===== src/hw/audio_fx_pkg.sv =====
package audio_fx_pkg;

    // ========================================
    // sample stream types
    // ========================================

    // mono or per-channel pcm sample
    typedef logic signed [15:0] sample_t;

    // envelope gain, 255 is close to unity
    typedef logic [7:0] gain_t;

    // pan position, 0 hard left
    typedef logic [7:0] pan_t;

    // echo attenuation as a right shift count
    typedef logic [3:0] shift_t;

    // saturation limits
    localparam sample_t SAMPLE_MAX = 16'sh7fff;
    localparam sample_t SAMPLE_MIN = -16'sh8000;

    // top of the envelope
    localparam gain_t GAIN_MAX = 8'd255;

endpackage


===== src/hw/stereo_pan.sv =====
`timescale 1ns/1ps

module stereo_pan (
    input  logic                  clk_100,
    input  logic                  rst,
    input  logic                  echo_valid,
    input  audio_fx_pkg::sample_t echo_sample,
    input  audio_fx_pkg::pan_t    pan,
    output audio_fx_pkg::sample_t out_left,
    output audio_fx_pkg::sample_t out_right,
    output logic                  out_valid
);
    import audio_fx_pkg::*;

    // weights run 0..256
    logic [8:0] left_weight;
    logic [8:0] right_weight;

    // sample times weight, >>> 8
    function automatic sample_t weigh(sample_t s, logic [8:0] w);
        logic signed [25:0] prod;
        prod = s * $signed({1'b0, w});
        return prod[23:8];
    endfunction

    assign left_weight  = 9'd256 - {1'b0, pan};
    assign right_weight = {1'b0, pan};

    always_ff @(posedge clk_100) begin
        if (rst) begin
            out_valid <= 1'b0;
        end else begin
            out_valid <= echo_valid;
        end
    end

    // both channels registered together
    always_ff @(posedge clk_100) begin
        if (echo_valid) begin
            out_left  <= weigh(echo_sample, left_weight);
            out_right <= weigh(echo_sample, right_weight);
        end
    end

endmodule


===== config.mk =====
export PLATFORM = sky130hd
export DESIGN_NAME = stereo_pan
export DESIGN_NICKNAME = d
export VERILOG_FILES = /design/src/hw/audio_fx_pkg.sv /design/src/hw/stereo_pan.sv
export SDC_FILE = /design/constraint.sdc
export NUM_CORES = 1
export LEC_CHECK = 0
export BUFFER_PORTS_ARGS = -buffer_cell sky130_fd_sc_hd__buf_2
export CAP_MARGIN = 20
export CORE_AREA = 4 4 139 141
export CTS_CLUSTER_SIZE = 30
export DETAILED_ROUTE_END_ITERATION = 8
export DIE_AREA = 0 0 143 145
export PLACE_DENSITY_LB_ADDON = 0.3
export SYNTH_ARGS = -nofsm -noshare
export SYNTH_HDL_FRONTEND = slang
export SYNTH_SLANG_ARGS = --single-unit

===== constraint.sdc =====
create_clock -name clk_100 -period 7.2 [get_ports clk_100]
set_clock_uncertainty 0.2 [all_clocks]
set_input_delay 1.44 -clock clk_100 [delete_from_list [all_inputs] [get_ports clk_100]]
set_output_delay 1.44 -clock clk_100 [all_outputs]
set_load 0.05 [all_outputs]

==> results by stage <==
Synth:
- The synthesized design spends more area on one cell type than any other, namely fa_1.
- The most used flip-flop cell after synthesis is edfxtp_1.
- The number of unique standard cell types used by synthesis is 53.
- The average instance area after synthesis is 9.39 µm².
- The synthesized netlist cell count is 1097.
- For this run, the number of Yosys warnings is 0.
- Summing every instance area after synthesis gives 0.0103 mm².
- The synthesized net count is 1431.
- Of the synthesized area, sequential elements account for 0.0952.
- For this run, asynchronously set or reset flops after synthesis account for 0.
- Ranked by total cell area, the synthesized netlist is headed by fa_1 (41%), ha_1 (11%), inv_1 (9.7%).
- The number of flops mapped to enable cells by yosys is 32.
- The register bit count reported by yosys is 33.
- The top-area cell type share of the netlist area is 0.414.

Setup path:
- The kind of critical path is in -> reg.
- Traced cell by cell, the critical path runs through buf_8, buf_6, or4_4, nor2_4, xnor2_4, buf_6, and2_4, fa_1, ha_1, inv_2, fa_1, inv_2, fa_1, inv_2, fa_1, inv_2, ha_4, o211ai_1, a2111oi_4, o21ai_2, a21oi_4, o2111ai_2, a21oi_2, xnor2_1.
- The nature of the critical path endpoint is a register.
- The critical path required time is 7.04 ns.
- Following the worst setup path forward leads to its endpoint at out_left[15]$_DFFE_PP_.
- The kind of cell adding the most delay to the critical path is adder cells.
- The signal arrival time at the worst endpoint is 7.07 ns.
- The critical-path maximum fanout is 5.
- The peak per-stage delay on the critical path is 0.55 ns.
- The startpoint type of the worst setup path is an input port.
- Tracing the worst setup path back leads to its startpoint at pan[1].
- For this design, the slowest cell found on the critical path is fa_1.
- Together, buffers and inverters on the worst path number 7.
- Counting buffers and inverters, the worst setup path is 24 cells deep.

Route:
- For this run, the detailed router's first-pass iteration total came to 5.
- In the routed layout, each cell is associated on average with a via count of 5.26.
- The average detailed-routed wire length per instance is 15.7 µm.
- The vias after detailed routing is 7454.
- The DRC violations left is 0.
- After the first detailed-routing iteration, the DRC count stood at 385.
- The routed design has 22.3 mm of wire.
- The antenna violation net count after detailed routing is 0.

Layout:
- Leaving out fill and tap cells, the most frequent cell in the layout is inv_1.
- Relative to the synthesized area, the layout overhead comes to 13.1%.
- In the layout the commonest cells are inv_1 (262), fa_1 (212), and2_1 (145), nand2_1 (115), ha_1 (90).
- 0 antenna diodes ended up in the layout.
- The number of nets in the layout is 1522.
- The share of post-route cells with drive strength above 1 is 0.156.
- The post-route core utilization is 0.649.

Timing:
- The normalized max-slew margin is 0.406.
- The slack of the critical path is -0.0277 ns.
- The highest attainable clock frequency is 138 MHz.
- Setup repair after global routing could not meet its margin everywhere.
- The final-report setup violation count is 1.
- For the final routed database, the setup TNS stands at -0.0277 ns.
- The final hold slack is 1.09 ns.
- The total count of hold-check failures in the final report is 0.
- Dividing the final minimum period by the clock period gives 1.00.
- For the pin with the worst max-slew slack, the measured transition is 0.890 ns.
- The final period demand of the worst path is 7.23 ns.
- The final number of max-transition violations is 0.

CTS:
- The post-cts hold buffer count is 0.
- The clock tree synthesis step divided the H-tree into 2 levels.
- The register clock-pin slew on the reported worst setup and hold paths is 0.06 ns.
- Clock tree synthesis found a total of 33 sinks.
- TritonCTS built the clock tree.
- Clock tree synthesis selected as its root buffer the cell clkbuf_16.
- Buffers inserted during clock tree synthesis total 5.
- The number of buffers on the longest clock path is 2.

Placement:
- The final weighted congestion of routability-driven global placement is 0.852.
- The estimated wirelength of the detail-placed design is 18.1 mm.
- Before CTS, the worst setup slack after placement is -0.449 ns.
- Input and output buffers added on the ports amount to 59.

GRT:
- The global-route usage over all layers is 0.229.
- The via count of the first global-routing pass was 7857.
- The initial antenna violation count is 1.
- The first global-routing pass estimated 38.3 mm of wire.
- Entering global routing, the biggest net connects 34 pins.
- The remaining global-route overflow is 0.

Run status:
- The final reports fail on negative setup slack.
- The flow ran to the end, but the final reports show violations.

Worst hold path:
- The min-delay analysis places its worst path in the category in -> reg.

Die:
- In this run the standard cell core region covers 0.0180 mm².
- The top-level I/O count is 60.
- The die is 143 µm wide.
- The vertical die dimension is 145 µm.
- The cell row count is 49.
- The starting utilization of the core area is 0.573.
- The die covers 0.0207 mm².

Run:
- The tool flagged a number of max-cap violations equal to 0.

Power and ir drop:
- In this run the power density over the cells is 447 mW/mm².
- VDD sags by at most 0.504 mV.
- For this design the static power due to leakage is 6.08 nW.
==> power breakdown <==
part | switching, mW | internal (mW) | leakage (nW)
clock network | 0.0885 | 0.138 | 0.0712
registers | 0.0272 | 0.489 | 0.322
logic | 2.55 | 1.92 | 5.69
total | 2.66 | 2.55 | 6.08
==> per-stage QoR <==
stage,power (mW),area [µm²],std cells
2_1_floorplan,3.64,10400,1097
3_3_place_gp,4.58,11200,1400
3_5_place_dp,4.66,11200,1400
4_1_cts,4.95,11400,1409
5_1_grt,5.83,11600,1418
6_report,5.21,11600,1418
==> synthesized netlist by cell type (7+ instances only) <==
cell,count
inv_1,267
fa_1,213
xnor2_1,36
clkbuf_1,36
nand2_1,117
o21ai_0,8
a21oi_1,24
edfxtp_1,32
and2_1,150
ha_1,94
xor2_1,10
nor3_1,7
a21o_1,11
nor2_1,24
==> cells by family (layout without fill, tap and decap cells) <==
family / Yosys count / after routing / share of synthesized area
fa+ha+maj: 307 / 307 / 0.528
mux: 3 / 3 / 0.00304
buf+inv: 307 / 398 / 0.112
simple gates: 323 / 323 / 0.165
flops: 33 / 33 / 0.0952
xor+xnor: 46 / 47 / 0.0391
compound gates: 78 / 78 / 0.0571
==> what timing repair did <==
action / CTS / global route
gates resized for setup: 6 / 43
gates cloned: 0 / 1
pin swaps: 1 / 18
hold endpoints to repair: 0 / 0
setup buffers: 1 / 8
endpoints found under the setup margin: 8 / 14
==> worst min-delay path by stage <==
stage | from | end | slack, ns | cells past startpoint
after floorplan | rst | out_valid$_SDFF_PP0_ | 1.31 | 1
after global placement | rst | out_valid$_SDFF_PP0_ | 1.40 | 2
after detailed placement | rst | out_valid$_SDFF_PP0_ | 1.41 | 2
after CTS | rst | out_valid$_SDFF_PP0_ | 1.09 | 2
after global routing | rst | out_valid$_SDFF_PP0_ | 1.11 | 2
final | rst | out_valid$_SDFF_PP0_ | 1.09 | 2
==> layer usage <==
metal | wire length [µm] | track usage | part of all wire | vias to the layer above
li1 | - | - | - | 3465
met1 | 9350 | 0.317 | 0.42 | 3786
met2 | 11400 | 0.385 | 0.51 | 172
met3 | 1090 | 0.0316 | 0.049 | 29
met4 | 468 | 0.0518 | 0.021 | 2
met5 | 12 | 0 | 0.00054 | -
==> flip-flops by register name, summed over array words and instances (netlist names) <==
| signal | flops |
|---|---|
| out_left | 16 |
| out_right | 16 |
| out_valid | 1 |
==> cell type report <==
class / count / area, µm²
Sequential cell: 33 / 981
Fill cell: 1482 / 6310
Inverter: 267 / 1000
Timing Repair Buffer: 123 / 797
Clock buffer: 8 / 146
Multi-Input combinational cell: 758 / 8440
Tap cell: 229 / 287
No activity file was read; power rests on OpenSTA's default activity.
