File: config.mk
export PLATFORM = sky130hd
export DESIGN_NAME = adsr_env
export DESIGN_NICKNAME = d
export VERILOG_FILES = /design/src/hw/audio_fx_pkg.sv /design/src/hw/adsr_env.sv
export SDC_FILE = /design/constraint.sdc
export NUM_CORES = 1
export LEC_CHECK = 0
export BUFFER_PORTS_ARGS = -buffer_cell sky130_fd_sc_hd__clkbuf_2
export CAP_MARGIN = 10
export CORE_UTILIZATION = 36
export DETAILED_ROUTE_END_ITERATION = 12
export GPL_TIMING_DRIVEN = 1
export SYNTH_ARGS = -nofsm -noshare
export SYNTH_HDL_FRONTEND = slang
export SYNTH_SLANG_ARGS = --single-unit
File: constraint.sdc
create_clock -name clk_100 -period 9.26 [get_ports clk_100]
set_input_delay 0.926 -clock clk_100 [delete_from_list [all_inputs] [get_ports clk_100]]
set_output_delay 0.926 -clock clk_100 [all_outputs]
set_load 0.02 [all_outputs]
File: src/hw/audio_fx_pkg.sv
package audio_fx_pkg;

    // ========================================
    // sample stream types
    // ========================================

    // mono or per-channel pcm sample
    typedef logic signed [15:0] sample_t;

    // envelope gain, 255 is close to unity
    typedef logic [7:0] gain_t;

    // pan position, 0 hard left
    typedef logic [7:0] pan_t;

    // echo attenuation as a right shift count
    typedef logic [3:0] shift_t;

    // saturation limits
    localparam sample_t SAMPLE_MAX = 16'sh7fff;
    localparam sample_t SAMPLE_MIN = -16'sh8000;

    // top of the envelope
    localparam gain_t GAIN_MAX = 8'd255;

endpackage

File: src/hw/adsr_env.sv
`timescale 1ns/1ps

module adsr_env #(
    parameter int ENV_ATTACK_STEP = 4
) (
    input  logic                  clk_100,
    input  logic                  rst,
    input  logic                  in_valid,
    input  logic                  env_en,
    input  logic                  env_retrig,
    input  audio_fx_pkg::sample_t in_sample,
    input  audio_fx_pkg::gain_t   sustain,
    output audio_fx_pkg::sample_t env_sample,
    output logic                  env_valid
);
    import audio_fx_pkg::*;

    typedef enum logic [1:0] {
        IDLE,
        ATTACK,
        DECAY,
        SUSTAIN
    } env_state_t;

    env_state_t         state;
    // spare top bit so attack overshoot would show
    logic [8:0]         gain_acc;
    logic [9:0]         attack_sum;
    gain_t              gain;
    logic signed [24:0] scaled;

    assign gain = gain_acc[7:0];
    assign attack_sum = {1'b0, gain_acc} + 10'(ENV_ATTACK_STEP);

    // gain is unsigned, widen with a zero sign bit
    assign scaled = in_sample * $signed({1'b0, gain});

    // ========================================
    // envelope fsm, one step per sample
    // ========================================
    always_ff @(posedge clk_100) begin
        if (rst) begin
            state    <= IDLE;
            gain_acc <= '0;
        end else if (env_retrig) begin
            // restart from silence
            state    <= ATTACK;
            gain_acc <= '0;
        end else if (in_valid) begin
            case (state)
                ATTACK: begin
                    if (attack_sum >= 10'(GAIN_MAX)) begin
                        gain_acc <= 9'(GAIN_MAX);
                        state    <= DECAY;
                    end else begin
                        gain_acc <= attack_sum[8:0];
                    end
                end
                DECAY: begin
                    if (gain > sustain) begin
                        gain_acc <= gain_acc - 9'd1;
                        if (gain - 8'd1 == sustain) begin
                            state <= SUSTAIN;
                        end
                    end else begin
                        // sustain at or above current gain
                        state <= SUSTAIN;
                    end
                end
                // hold
                SUSTAIN: gain_acc <= gain_acc;
                default: gain_acc <= '0;
            endcase
        end
    end

    // ========================================
    // scaler, uses gain from before the step
    // ========================================
    always_ff @(posedge clk_100) begin
        if (rst) begin
            env_valid <= 1'b0;
        end else begin
            env_valid <= in_valid;
        end
    end

    always_ff @(posedge clk_100) begin
        if (in_valid) begin
            if (env_en) begin
                // >>> 8
                env_sample <= scaled[23:8];
            end else begin
                env_sample <= in_sample;
            end
        end
    end

    gain_saturates: assert property (@(posedge clk_100) disable iff (rst)
        gain_acc <= 9'(GAIN_MAX));

endmodule

==> flow_summary.toml <==
[layout]
multi_input_area_um2 = 5010
final_layout_size_suffix_gt1_frac = 0.0967
insertedDiodeCount = 0
nets = 974
fill_cells = 1819
syn_to_final_growth_pct = 7.25
register_area_um2 = 721

[worst_setup_path]
critPathMaxFanout = 19
worstSetupStartpointType = "register"
crit_start = "gain_acc[1]$_SDFFE_PP0P_"
r2r_cells = 15
arrival_ns = 5.39
r2r-end = "env_sample[11]$_DFFE_PP_"
worstSetupEndpoint = "env_sample[11]$_DFFE_PP_"
r2r_start = "gain_acc[1]$_SDFFE_PP0P_"
reg2reg_slack_ns = 3.86
path_class = "register to register"
end_kind = "register"
worstPathRequired_ns = 9.25

[synth]
seq_area_frac_synth = 0.111
synth-adder-area-share = 0.418
yosys-top-cells-count = "inv_1, nand2_1, fa_1"
synthArstFlopShare = 0
yosys-top-cells-area = "fa_1, ha_1, inv_1, edfxtp_1, nand2_1"
syn_area_per_cell_um2 = 8.44
synth_edf_count = 16
postSynthCellCount = 771
synth_ff_type = "edfxtp_1"
yosysTopAreaCellShare = 0.304
synthDistinctLibCells = 65
synth.most_common_cell = "inv_1"
yosys.area_share.xor_xnor = 0.0336
synth_seq_cells = 28
synthSimpleGateAreaFrac = 0.188
synth_compound_area_frac = 0.114
muxShareOfSynthArea = 0.0156
syn-cell-area_um2 = 6510
yosysTopAreaCell = "fa_1"
synth_top_family_by_area = "adder cells"
ys_warn_count = 0
syn_nets = 958

[route]
drtIter0Drc = 337
routed_wl_mm = 16.0
vias_per_cell = 5.04
dr.pass1.iters = 5
post-route-drc-count = 0
wl_per_cell_um = 15.8
num_vias = 5091
final_antenna_net_count = 0

[grt]
grt_pass1_wl_mm = 27.0
track_usage = 0.186
grt_max_degree = 29
antenna_found_initial = 0
overflow = 0
grt_pass1_vias = 5264

[power]
vdd_drop_max_uv = 53.1
p_leak_uw = 0.00351
power_density_nw_per_um2 = 53.9

[clocking]
cts-root-buf = "clkbuf_16"
numCtsBuffers = 3
cts_tree = "yes"
clock-sinks = 28
clk_pin_slew_ns = 0.07
cts_hold_buf = 0
cts_resized = 0
ctsLongestPathBuffers = 2
clkLatencyLatePin_ns = 0.26
cts_setup_buffers = 0
cts_max_level = 1

[die]
dieArea_um2 = 18600
die_h_um = 136
rows = 48
start_util = 0.372
core_um2 = 17500
fp.dieW_um = 136
pin_count = 46

[place]
dpl_worst_slack_ns = 3.62
place.gp.congestion = 0.828
post-dp-hpwl_mm = 12.7
portBuffers = 45

[timing]
slew_headroom = 0.358
finalHoldViolCount = 0
tightest_slew_ns = 0.961
finalCritPeriodShare = 0.583
skew_ns = 0.00697
layout_min_cycle_time_ns = 5.40
setup_tns_ns = 0
rsz0062_at_grt = "false"
finalSetupViolations = 0
fmax_mhz = 185
fin_ws_ns = 3.86
maxSlewViolCount = 0

[job]
cap_viol_max_count = 0

[run_status]
status = "complete, no violations"

[min_path]
min_path_type = "register to register"
[worst max-delay path, cell delays in order, from the launching register on]
cell and delay (ns):
dfxtp_1 0.96, nand2_1 0.18, fa_1 0.56, inv_1 0.05
fa_1 0.50, inv_1 0.05, fa_1 0.47, inv_1 0.06
fa_1 0.48, ha_1 0.33, and4bb_1 0.22, or4b_1 0.48
a31o_2 0.28, a21oi_1 0.21, nand4b_1 0.15, o221ai_1 0.13
[stage by stage]
stage | total power, uW | hold WS (ns) | util | cell area (um2) | instances
CTS | 382 | 0.476 | 0.399 | 6980 | 1011
detailed placement | 278 | 0.466 | 0.395 | 6900 | 1007
finish | 376 | 0.469 | 0.399 | 6980 | 1011
global route | 401 | 0.503 | 0.399 | 6980 | 1011
global placement | 277 | 0.457 | 0.395 | 6900 | 1007
floorplan | 235 | 0.494 | - | 6510 | 771
[report_power, final]
part,total (uW),switching (uW),internal (uW)
Combinational,128,82.8,45.7
Clock,101,42.4,59.1
Sequential,146,6.58,140
[sequential cells by signal, summed over array words and instances (netlist names)]
signal and count:
env_sample 16, env_valid 1, gain_acc 9, state 2
[routing by layer]
layer  vias to the layer above  wire [um]  global-route usage
li1                       2463          -                   -
met1                      2510       7640               0.256
met2                       106       7730               0.326
met3                        12        501              0.0119
met4                         0        133              0.0247
met5                         -          0                   0
[cells in the final DEF (no fill, tap or decap), types with 6 or more instances in the layout]
cell / instances
inv_1: 166
fa_1: 99
o21ai_0: 15
o21a_1: 6
buf_4: 6
and2_1: 53
nand4_1: 7
nor2_1: 23
nor2b_1: 6
edfxtp_1: 16
mux2_2: 9
a21oi_1: 32
nand3_1: 13
a211o_1: 8
ha_1: 59
dfxtp_1: 12
clkbuf_2: 45
xnor2_1: 20
nand2_1: 101
[cell families (layout without fill, tap and decap cells)]
| group | Yosys count | in the layout |
|---|---|---|
| XOR/XNOR | 25 | 25 |
| flip-flops | 28 | 28 |
| multiplexers | 9 | 9 |
| buffers and inverters | 206 | 221 |
| AND/OR/NAND/NOR | 240 | 240 |
| adder cells (fa/ha/maj) | 158 | 158 |
| AO/OA/AOI/OAI | 105 | 105 |
[layout make-up]
class / instances / area share
clock buffer: 4 / 0.0113
inverter: 166 / 0.0893
multi-input combinational: 537 / 0.717
sequential: 28 / 0.103
tap: 225 / 0.0403
timing repair buffer: 51 / 0.0387
[worst min path at each step]
stage,startpoint,endpoint,cells after the start
6_report,gain_acc[2]$_SDFFE_PP0P_,gain_acc[2]$_SDFFE_PP0P_,2
2_1_floorplan,state[1]$_SDFFE_PP0P_,state[1]$_SDFFE_PP0P_,2
4_1_cts,gain_acc[2]$_SDFFE_PP0P_,gain_acc[2]$_SDFFE_PP0P_,2
5_1_grt,gain_acc[2]$_SDFFE_PP0P_,gain_acc[2]$_SDFFE_PP0P_,2
3_3_place_gp,gain_acc[2]$_SDFFE_PP0P_,gain_acc[2]$_SDFFE_PP0P_,2
3_5_place_dp,gain_acc[2]$_SDFFE_PP0P_,gain_acc[2]$_SDFFE_PP0P_,2
(Power assumes the default switching activity.)
