File: src/hw/audio_fx_pkg.sv
package audio_fx_pkg;

    // ========================================
    // sample stream types
    // ========================================

    // mono or per-channel pcm sample
    typedef logic signed [15:0] sample_t;

    // envelope gain, 255 is close to unity
    typedef logic [7:0] gain_t;

    // pan position, 0 hard left
    typedef logic [7:0] pan_t;

    // echo attenuation as a right shift count
    typedef logic [3:0] shift_t;

    // saturation limits
    localparam sample_t SAMPLE_MAX = 16'sh7fff;
    localparam sample_t SAMPLE_MIN = -16'sh8000;

    // top of the envelope
    localparam gain_t GAIN_MAX = 8'd255;

endpackage

File: src/hw/fx_regs_pkg.sv
package fx_regs_pkg;

    // ========================================
    // register port types
    // ========================================

    // word address on the wishbone port
    typedef logic [2:0] reg_addr_t;

    // register data word
    typedef logic [15:0] reg_data_t;

    // register map
    localparam reg_addr_t ADDR_CTRL    = 3'd0;
    localparam reg_addr_t ADDR_SUSTAIN = 3'd1;
    localparam reg_addr_t ADDR_DELAY   = 3'd2;
    localparam reg_addr_t ADDR_SHIFT   = 3'd3;
    localparam reg_addr_t ADDR_PAN     = 3'd4;

    // ctrl register bits
    localparam int CTRL_EN_BIT     = 0;
    localparam int CTRL_RETRIG_BIT = 1;

    // values after reset, mid-scale
    localparam logic [7:0] SUSTAIN_RST = 8'd128;
    localparam logic [7:0] PAN_RST     = 8'd128;

endpackage

File: src/hw/fx_ctrl_regs.sv
`timescale 1ns/1ps

module fx_ctrl_regs #(
    parameter int DELAY_DEPTH = 256
) (
    input  logic                           clk_100,
    input  logic                           rst,
    input  logic                           wb_cyc,
    input  logic                           wb_stb,
    input  logic                           wb_we,
    input  fx_regs_pkg::reg_addr_t         wb_adr,
    input  fx_regs_pkg::reg_data_t         wb_dat_w,
    output logic                           wb_ack,
    output fx_regs_pkg::reg_data_t         wb_dat_r,
    output logic                           env_en,
    output logic                           env_retrig,
    output audio_fx_pkg::gain_t            sustain,
    output logic [$clog2(DELAY_DEPTH)-1:0] delay,
    output audio_fx_pkg::shift_t           atten_shift,
    output audio_fx_pkg::pan_t             pan
);
    import fx_regs_pkg::*;

    localparam int DW = $clog2(DELAY_DEPTH);

    logic req;
    logic wr_en;
    logic delay_ovf;

    // new request, not the tail of one already acked
    assign req = wb_cyc && wb_stb && !wb_ack;
    assign wr_en = req && wb_we;

    // delay beyond the memory gets clamped
    assign delay_ovf = (wb_dat_w >= reg_data_t'(DELAY_DEPTH));

    // ========================================
    // ack, register writes, retrigger pulse
    // ========================================
    always_ff @(posedge clk_100) begin
        if (rst) begin
            wb_ack      <= 1'b0;
            env_en      <= 1'b0;
            env_retrig  <= 1'b0;
            sustain     <= SUSTAIN_RST;
            delay       <= '0;
            atten_shift <= '0;
            pan         <= PAN_RST;
        end else begin
            wb_ack <= req;
            // one cycle, lines up with the ack
            env_retrig <= wr_en && (wb_adr == ADDR_CTRL) && wb_dat_w[CTRL_RETRIG_BIT];
            if (wr_en) begin
                case (wb_adr)
                    ADDR_CTRL:    env_en <= wb_dat_w[CTRL_EN_BIT];
                    ADDR_SUSTAIN: sustain <= wb_dat_w[7:0];
                    ADDR_DELAY: begin
                        if (delay_ovf) begin
                            delay <= DW'(DELAY_DEPTH - 1);
                        end else begin
                            delay <= wb_dat_w[DW-1:0];
                        end
                    end
                    ADDR_SHIFT:   atten_shift <= wb_dat_w[3:0];
                    ADDR_PAN:     pan <= wb_dat_w[7:0];
                    // unmapped, write dropped
                    default: ;
                endcase
            end
        end
    end

    // readback mux, retrigger bit reads 0
    always_comb begin
        wb_dat_r = '0;
        case (wb_adr)
            ADDR_CTRL:    wb_dat_r[CTRL_EN_BIT] = env_en;
            ADDR_SUSTAIN: wb_dat_r[7:0] = sustain;
            ADDR_DELAY:   wb_dat_r[DW-1:0] = delay;
            ADDR_SHIFT:   wb_dat_r[3:0] = atten_shift;
            ADDR_PAN:     wb_dat_r[7:0] = pan;
            default:      wb_dat_r = '0;
        endcase
    end

    // master keeps the strobe up through the ack cycle
    ack_inside_cycle: assert property (@(posedge clk_100) disable iff (rst)
        wb_ack |-> (wb_cyc && wb_stb));

endmodule

File: config.mk
export PLATFORM = sky130hd
export DESIGN_NAME = fx_ctrl_regs
export DESIGN_NICKNAME = d
export VERILOG_FILES = /design/src/hw/audio_fx_pkg.sv /design/src/hw/fx_regs_pkg.sv /design/src/hw/fx_ctrl_regs.sv
export SDC_FILE = /design/constraint.sdc
export NUM_CORES = 1
export LEC_CHECK = 0
export BUFFER_PORTS_ARGS = -buffer_cell sky130_fd_sc_hd__buf_2
export CAP_MARGIN = 40
export CORE_ASPECT_RATIO = 0.6
export CORE_MARGIN = 5
export CORE_UTILIZATION = 45
export CTS_BUF_LIST = sky130_fd_sc_hd__clkbuf_4 sky130_fd_sc_hd__clkbuf_8
export CTS_CLUSTER_SIZE = 20
export DETAILED_ROUTE_END_ITERATION = 8
export PLACE_DENSITY = 0.77
export SLEW_MARGIN = 5
export SYNTH_ARGS = -nofsm -noshare
export SYNTH_HDL_FRONTEND = slang
export SYNTH_SLANG_ARGS = --single-unit
export TNS_END_PERCENT = 100
File: constraint.sdc
create_clock -name clk_100 -period 2.8 [get_ports clk_100]
set_input_delay 0.28 -clock clk_100 [delete_from_list [all_inputs] [get_ports clk_100]]
set_output_delay 0.28 -clock clk_100 [all_outputs]
set_load 0.01 [all_outputs]
==> summary.md, run 1 <==
| Metric | Value |
|---|---|
| Worst Setup End Kind | `output port` |
| Num Clock Sinks | `31` |
| R2R Path Start | `wb_ack$_SDFF_PP0_` |
| Vias in the first global route | `between 1000 and 1500` |
| Total GRT Usage | `between 15 and 20%` |
| Placed instance count | `265` |
| Post-synthesis compound-gate area fraction | `10.5%` |
| Power, Total | `1.00 mW` |
| Netlist cell types | `30` |
| Mean Syn Cell Area | `9.82 sq um` |
| Biggest cell delay along the critical path | `between 0.6 and 0.7 ns` |
| # resized after CTS | `0` |
| GR Overflow Total | `0` |
| Leakage power | `around 1.0 nW` |
| Worst IR Drop VDD | `0.276 mV` |
| # H-tree levels | `2` |
| CP max-delay cell | `nor2b_1` |
| Largest family of logic cells by synthesized area | `simple AND/OR/NAND/NOR gates` |
| F_max | `between 500 and 600 MHz` |
| Final net count | `249` |
| Crit path launch | `wb_adr[2]` |
| Core box area | `about 3600 sq um` |
| Clock skew | `between 0.002 and 0.0025 ns` |
| Largest net degree at the start of global routing | `40` |
| Req. time, crit path | `around 2.5 ns` |
| Clock latency on the worst-skew pair | `0.29 ns` |
| Synth Warn # | `0` |
| Die outline area | `5040 sq um` |
| Status | `finished clean` |
| Crit path capture | `wb_dat_r[7]` |
| TritonCTS clock tree | `built` |
| Worst-path fanout max | `11` |
| Share of cells above drive strength 1 | `between 30% and 40%` |
| Simple-gate share of the synthesized area | `roughly 27%` |
| Diode count | `0` |
| Reg2reg setup slack | `1.18 ns` |
| Fin util | `56.2%` |
| Layout area overhead | `22.3%` |
| Cell depth of the worst setup path | `5` |
| GP Congestion | `between 0.7 and 0.8` |
| Die H | `57.1 um` |
| Crit path DAT | `1.65 ns` |
| Die X | `88.4 um` |
| Inserted Clock Buffers | `5` |
| Hold wc startpoint | `wb_stb` |
| CTS Hold Buffers Added | `0` |
| CP top delay family | `simple AND/OR/NAND/NOR gates` |
| Worst r2r path cells | `3` |
| Final ANT Viol Nets | `0` |
| Final Non-Filler Cells | `273` |
| Starting density of the core | `45.9%` |
| RSZ-0062 raised after global routing | `false` |
| Worst Max-Slew Pin Slew | `0.693 ns` |
| Reg2reg end | `delay[0]$_SDFFE_PP0P_` |
| Bufs and invs on worst path | `2` |
| Cell area after synthesis | `1660 sq um` |
| Row count | `17` |
| Worst rel slew slack | `53.7%` |
| Startpoint Class | `input pin` |
| Final setup viols | `0` |
| Final wirelength | `around 4300 um` |
| Drt drc | `0` |
| Power density over the cells | `a little under 500 nW/um^2` |
| Port Buffer Count | `a little over 60` |
| Longest Clk Path Bufs | `2` |
| CTS clk-pin slew, worst paths | `0.07 ns` |
| Hold/Removal Path Class | `in2reg` |
| # IOs | `between 70 and 80` |
| Final hold violations | `0` |
| Adder-Cell Fraction of Synth Area | `0%` |
| Fin. max-slew vios | `0` |
| Seq/Total Area, Yosys | `~37%` |
| Most frequent CP cell | `buf_2` |
| DP Worst Slack | `0.894 ns` |
| DRT Pass-1 Iters | `4` |
| Routed vias/inst | `5.19` |
| WL per Instance | `15.8 um` |
| WS Path Type | `in2out` |
| Worst Slack Setup Final | `around 0.9 ns` |
| Synth Register Bits | `31` |
| First-pass GRT wire length | `6640 um` |
| Period utilisation layout | `between 60% and 70%` |
| Post-DP HPWL | `3170 um` |
| Vias | `1418` |
| Setup Buffers After CTS | `0` |
| Setup_tns | `0 ns` |
| Multiplexer share of the synthesized area | `15.7%` |
| Crit path cell chain | `buf_2 -> nor2b_1 -> a22oi_1 -> o21ai_0 -> buf_2` |
| Max Cap Violations | `0` |
| Root Driver | `clkbuf_8` |
| DRT iter0 DRCs | `82` |
| Initial antenna violation count | `0` |
| XOR/XNOR share of the synthesized area | `0%` |
| Final min period | `1.93 ns` |
| Synth Instances | `169` |
per-stage QoR:
stage	cell area [sq um]	hold WS, ns
floorplan	1690	0.398
global placement	1910	0.421
detailed placement	1910	0.431
CTS	2030	0.210
global route	2030	0.232
finish	2030	0.222
worst min-delay path by stage:
stage,end,cells after the start
3_3_place_gp,wb_ack$_SDFF_PP0_,1
4_1_cts,wb_ack$_SDFF_PP0_,3
2_1_floorplan,wb_ack$_SDFF_PP0_,2
5_1_grt,wb_ack$_SDFF_PP0_,3
3_5_place_dp,wb_ack$_SDFF_PP0_,1
6_report,wb_ack$_SDFF_PP0_,3
registers in the layout, summed over array words and instances, names as in the netlist:
register / flops
atten_shift: 4
delay: 8
env_en: 1
pan: 8
wb_ack: 1
env_retrig: 1
sustain: 8
area by class of cell:
| cell class | count | area [sq um] |
|---|---|---|
| Timing Repair Buffer | 63 | 318 |
| Sequential cell | 31 | 621 |
| Clock buffer | 6 | 82.6 |
| Fill cell | 342 | 1590 |
| Multi-Input combinational cell | 124 | 916 |
| Clock inverter | 2 | 35.0 |
| Tap cell | 47 | 58.8 |
report_power, final:
| part | total [mW] | internal, mW | switching, mW |
|---|---|---|---|
| logic | 0.0929 | 0.0403 | 0.0526 |
| clock network | 0.463 | 0.288 | 0.176 |
| registers | 0.448 | 0.445 | 0.00316 |
| total | 1.00 | 0.773 | 0.231 |
cell families after synthesis:
kind of cell	count (synthesis)
AOI/OAI and AO/OA	24
buffers and inverters	21
DFF	31
muxes	26
other	1
and+or+nand+nor	66
per-layer routing:
metal  wire length [um]  vias to the layer above  share of wire (%)  GRT usage, %
met1               2030                      675                 47          24.5
met3                358                        9                8.3          6.49
met4                 68                        0                1.6          5.82
met5                  0                        -                  0             0
met2               1850                       48                 43          24.7
li1                   -                      686                  -             -
worst reg2reg max path: cells and delay by family (launching register included):
kind	cells	cell delay [ns]
AOI/OAI and AO/OA	1	0.27
DFF	1	0.32
and+or+nand+nor	2	0.96
cell usage in the layout, fill, tap and decap left out:
cell type	n
nand4_4	1
clkinv_2	1
bufinv_16	1
and3_4	1
nand3b_2	2
nor3b_1	1
a21oi_1	1
a2bb2oi_1	9
nor2_1	5
nand2b_1	36
o21ai_0	4
o22ai_1	4
nor2b_1	1
nor2b_2	2
dfxtp_1	31
buf_4	1
mux2i_1	26
nor4b_4	1
a22oi_1	6
nand2_1	6
nor3b_2	1
nor4_1	1
conb_1	8
clkbuf_8	6
nor3_1	3
and4b_1	1
and4_1	1
and3b_1	2
nand3_1	1
buf_2	62
synthesized netlist by cell type:
cell type,count,area (sq um)
nand2b_1,36,225
dfxtp_1,31,621
mux2i_1,26,260
buf_4,10,75.1
a2bb2oi_1,9,78.8
a22oi_1,6,45.0
nand2_1,6,22.5
nor2_1,5,18.8
buf_6,4,45.0
clkbuf_1,4,15.0
o21ai_0,4,20.0
o22ai_1,4,25.0
nor3_1,3,15.0
and3b_1,2,17.5
buf_2,2,10.0
nand3b_2,2,22.5
nor2b_2,2,17.5
a21oi_1,1,5.00
and3_4,1,11.3
and4_1,1,8.76
and4b_1,1,10.0
clkbuf_2,1,5.00
conb_1,1,3.75
nand3_1,1,5.00
nand4_4,1,21.3
nor2b_1,1,6.26
nor3b_1,1,7.51
nor3b_2,1,12.5
nor4_1,1,6.26
nor4b_4,1,23.8
(Power assumes the default switching activity.)
==> inputs of run 2 (changes only) <==
- clock period: 2.8 -> 1.9 ns (I/O delays scaled with it)
==> summary.md, run 2 (synthesis gave the netlist of run 1 again) <==
| Metric | Value |
|---|---|
| Status | `finished clean` |
| Root Driver | `clkbuf_8` |
| Final hold violations | `0` |
| Longest Clk Path Bufs | `2` |
| Num Clock Sinks | `31` |
| Die H | `between 50 and 60 um` |
| Sw power | `325 uW` |
| CTS clk-pin slew, worst paths | `0.06 ns` |
| Core box area | `3620 sq um` |
| Reg2reg setup slack | `around 0.32 ns` |
| Largest net degree at the start of global routing | `24` |
| F_max | `593 MHz` |
| First-pass GRT wire length | `6930 um` |
| Pint | `1.00 mW` |
| Die outline area | `5040 sq um` |
| Period utilisation layout | `about nine tenths` |
| Final Non-Filler Cells | `roughly 270` |
| Clk network pwr share | `between 30 and 40%` |
| Largest registers | `delay (8), pan (8), sustain (8)` |
| Die X | `88.4 um` |
| RSZ-0062 raised after global routing | `false` |
| Vias in the first global route | `1356` |
| WL per Instance | `15.3 um` |
| Row count | `17` |
| Layout area overhead | `21.4%` |
| Combinational Power Share | `10.5%` |
| Routed vias/inst | `5.08` |
| Leakage power | `0.998 nW` |
| Switching share of power | `24.5%` |
| Startpoint Class | `input pin` |
| Final net count | `251` |
| Setup_tns | `0 ns` |
| Clock latency on the worst-skew pair | `0.29 ns` |
| Final wirelength | `4200 um` |
| Vias | `about 1400` |
| Share of cells above drive strength 1 | `35.2%` |
| Worst-path fanout max | `13` |
| Commonest non-fill, non-tap cell in the layout | `buf_2` |
| Crit path DAT | `1.50 ns` |
| Total GRT Usage | `17.7%` |
| WS Path Type | `in2out` |
| Inserted Clock Buffers | `5` |
| Max Cap Violations | `0` |
| Req. time, crit path | `1.71 ns` |
| Final ANT Viol Nets | `0` |
| Final min period | `approximately 1.7 ns` |
| Diode count | `0` |
| Initial antenna violation count | `0` |
| Hold wc startpoint | `wb_stb` |
| TritonCTS clock tree | `built` |
| CTS Hold Buffers Added | `0` |
| Starting density of the core | `45.9%` |
| Crit path launch | `wb_adr[0]` |
| Placed instance count | `267` |
| GR Overflow Total | `0` |
| Worst Setup End Kind | `output port` |
| GP Congestion | `0.840` |
| Final setup viols | `0` |
| # H-tree levels | `2` |
| Post-DP HPWL | `about 3200 um` |
| Setup Buffers After CTS | `0` |
| Flop pwr share | `49.8%` |
| Drt drc | `0` |
| Port Buffer Count | `62` |
| Most frequent cells in the layout | `buf_2 (62), nand2b_1 (36), dfxtp_1 (31)` |
| Fin. max-slew vios | `0` |
| R2R Path Start | `wb_ack$_SDFF_PP0_` |
| Power density over the cells | `658 nW/um^2` |
| # IOs | `between 70 and 80` |
| Clock skew | `0.00342 ns` |
| # resized after CTS | `0` |
| Hold WS | `0.142 ns` |
| Worst IR Drop VDD | `0.384 mV` |
| DRT Pass-1 Iters | `4` |
| Hold/Removal Path Class | `in2reg` |
| DRT iter0 DRCs | `74` |
-- run 2: metrics by stage --
step                      utilization, %  setup slack, ns  instance area [sq um]  total power, mW
after floorplan                        -            0.677                   1690            0.780
after global placement              53.3            0.312                   1930            0.811
after detailed placement            53.3            0.279                   1930            0.813
after CTS                           55.7            0.252                   2020             1.33
after global routing                55.7            0.118                   2020             1.38
final                               55.7            0.214                   2020             1.33
-- run 2: final timing paths --
kind / endpoint / depth (start not counted)
worst min register to register: wb_ack$_SDFF_PP0_ / 1
worst min-delay path: wb_ack$_SDFF_PP0_ / 3
worst max-delay path: wb_dat_r[7] / 5
worst max register to register: delay[6]$_SDFFE_PP0P_ / 3
-- run 2: layer usage --
metal / track usage, % / routed length [um] / up-vias
li1: - / - / 688
met1: 26.3 / 2000 / 651
met2: 24.1 / 1790 / 49
met3: 5.34 / 384 / 5
met4: 5.82 / 29 / 0
met5: 0 / 0 / -
-- run 2: power groups by stage --
stage / combinational, mW / clock, mW / sequential, mW
after floorplan: 0.103 / 0 / 0.677
final: 0.139 / 0.527 / 0.661
after CTS: 0.139 / 0.532 / 0.661
after detailed placement: 0.138 / 0 / 0.675
after global routing: 0.153 / 0.569 / 0.661
after global placement: 0.136 / 0 / 0.675
-- run 2: worst max-delay path, cell delays in order --
cell and delay (ns):
buf_2 0.27, nor2b_2 0.46, a22oi_1 0.15, o21ai_0 0.24, buf_2 0.18
-- run 2: layout make-up --
cell class / instances / area [sq um]
tap: 47 / 58.8
clock buffer: 6 / 82.6
sequential: 31 / 621
clock inverter: 1 / 5.00
multi-input combinational: 124 / 916
timing repair buffer: 65 / 333
fill: 338 / 1600
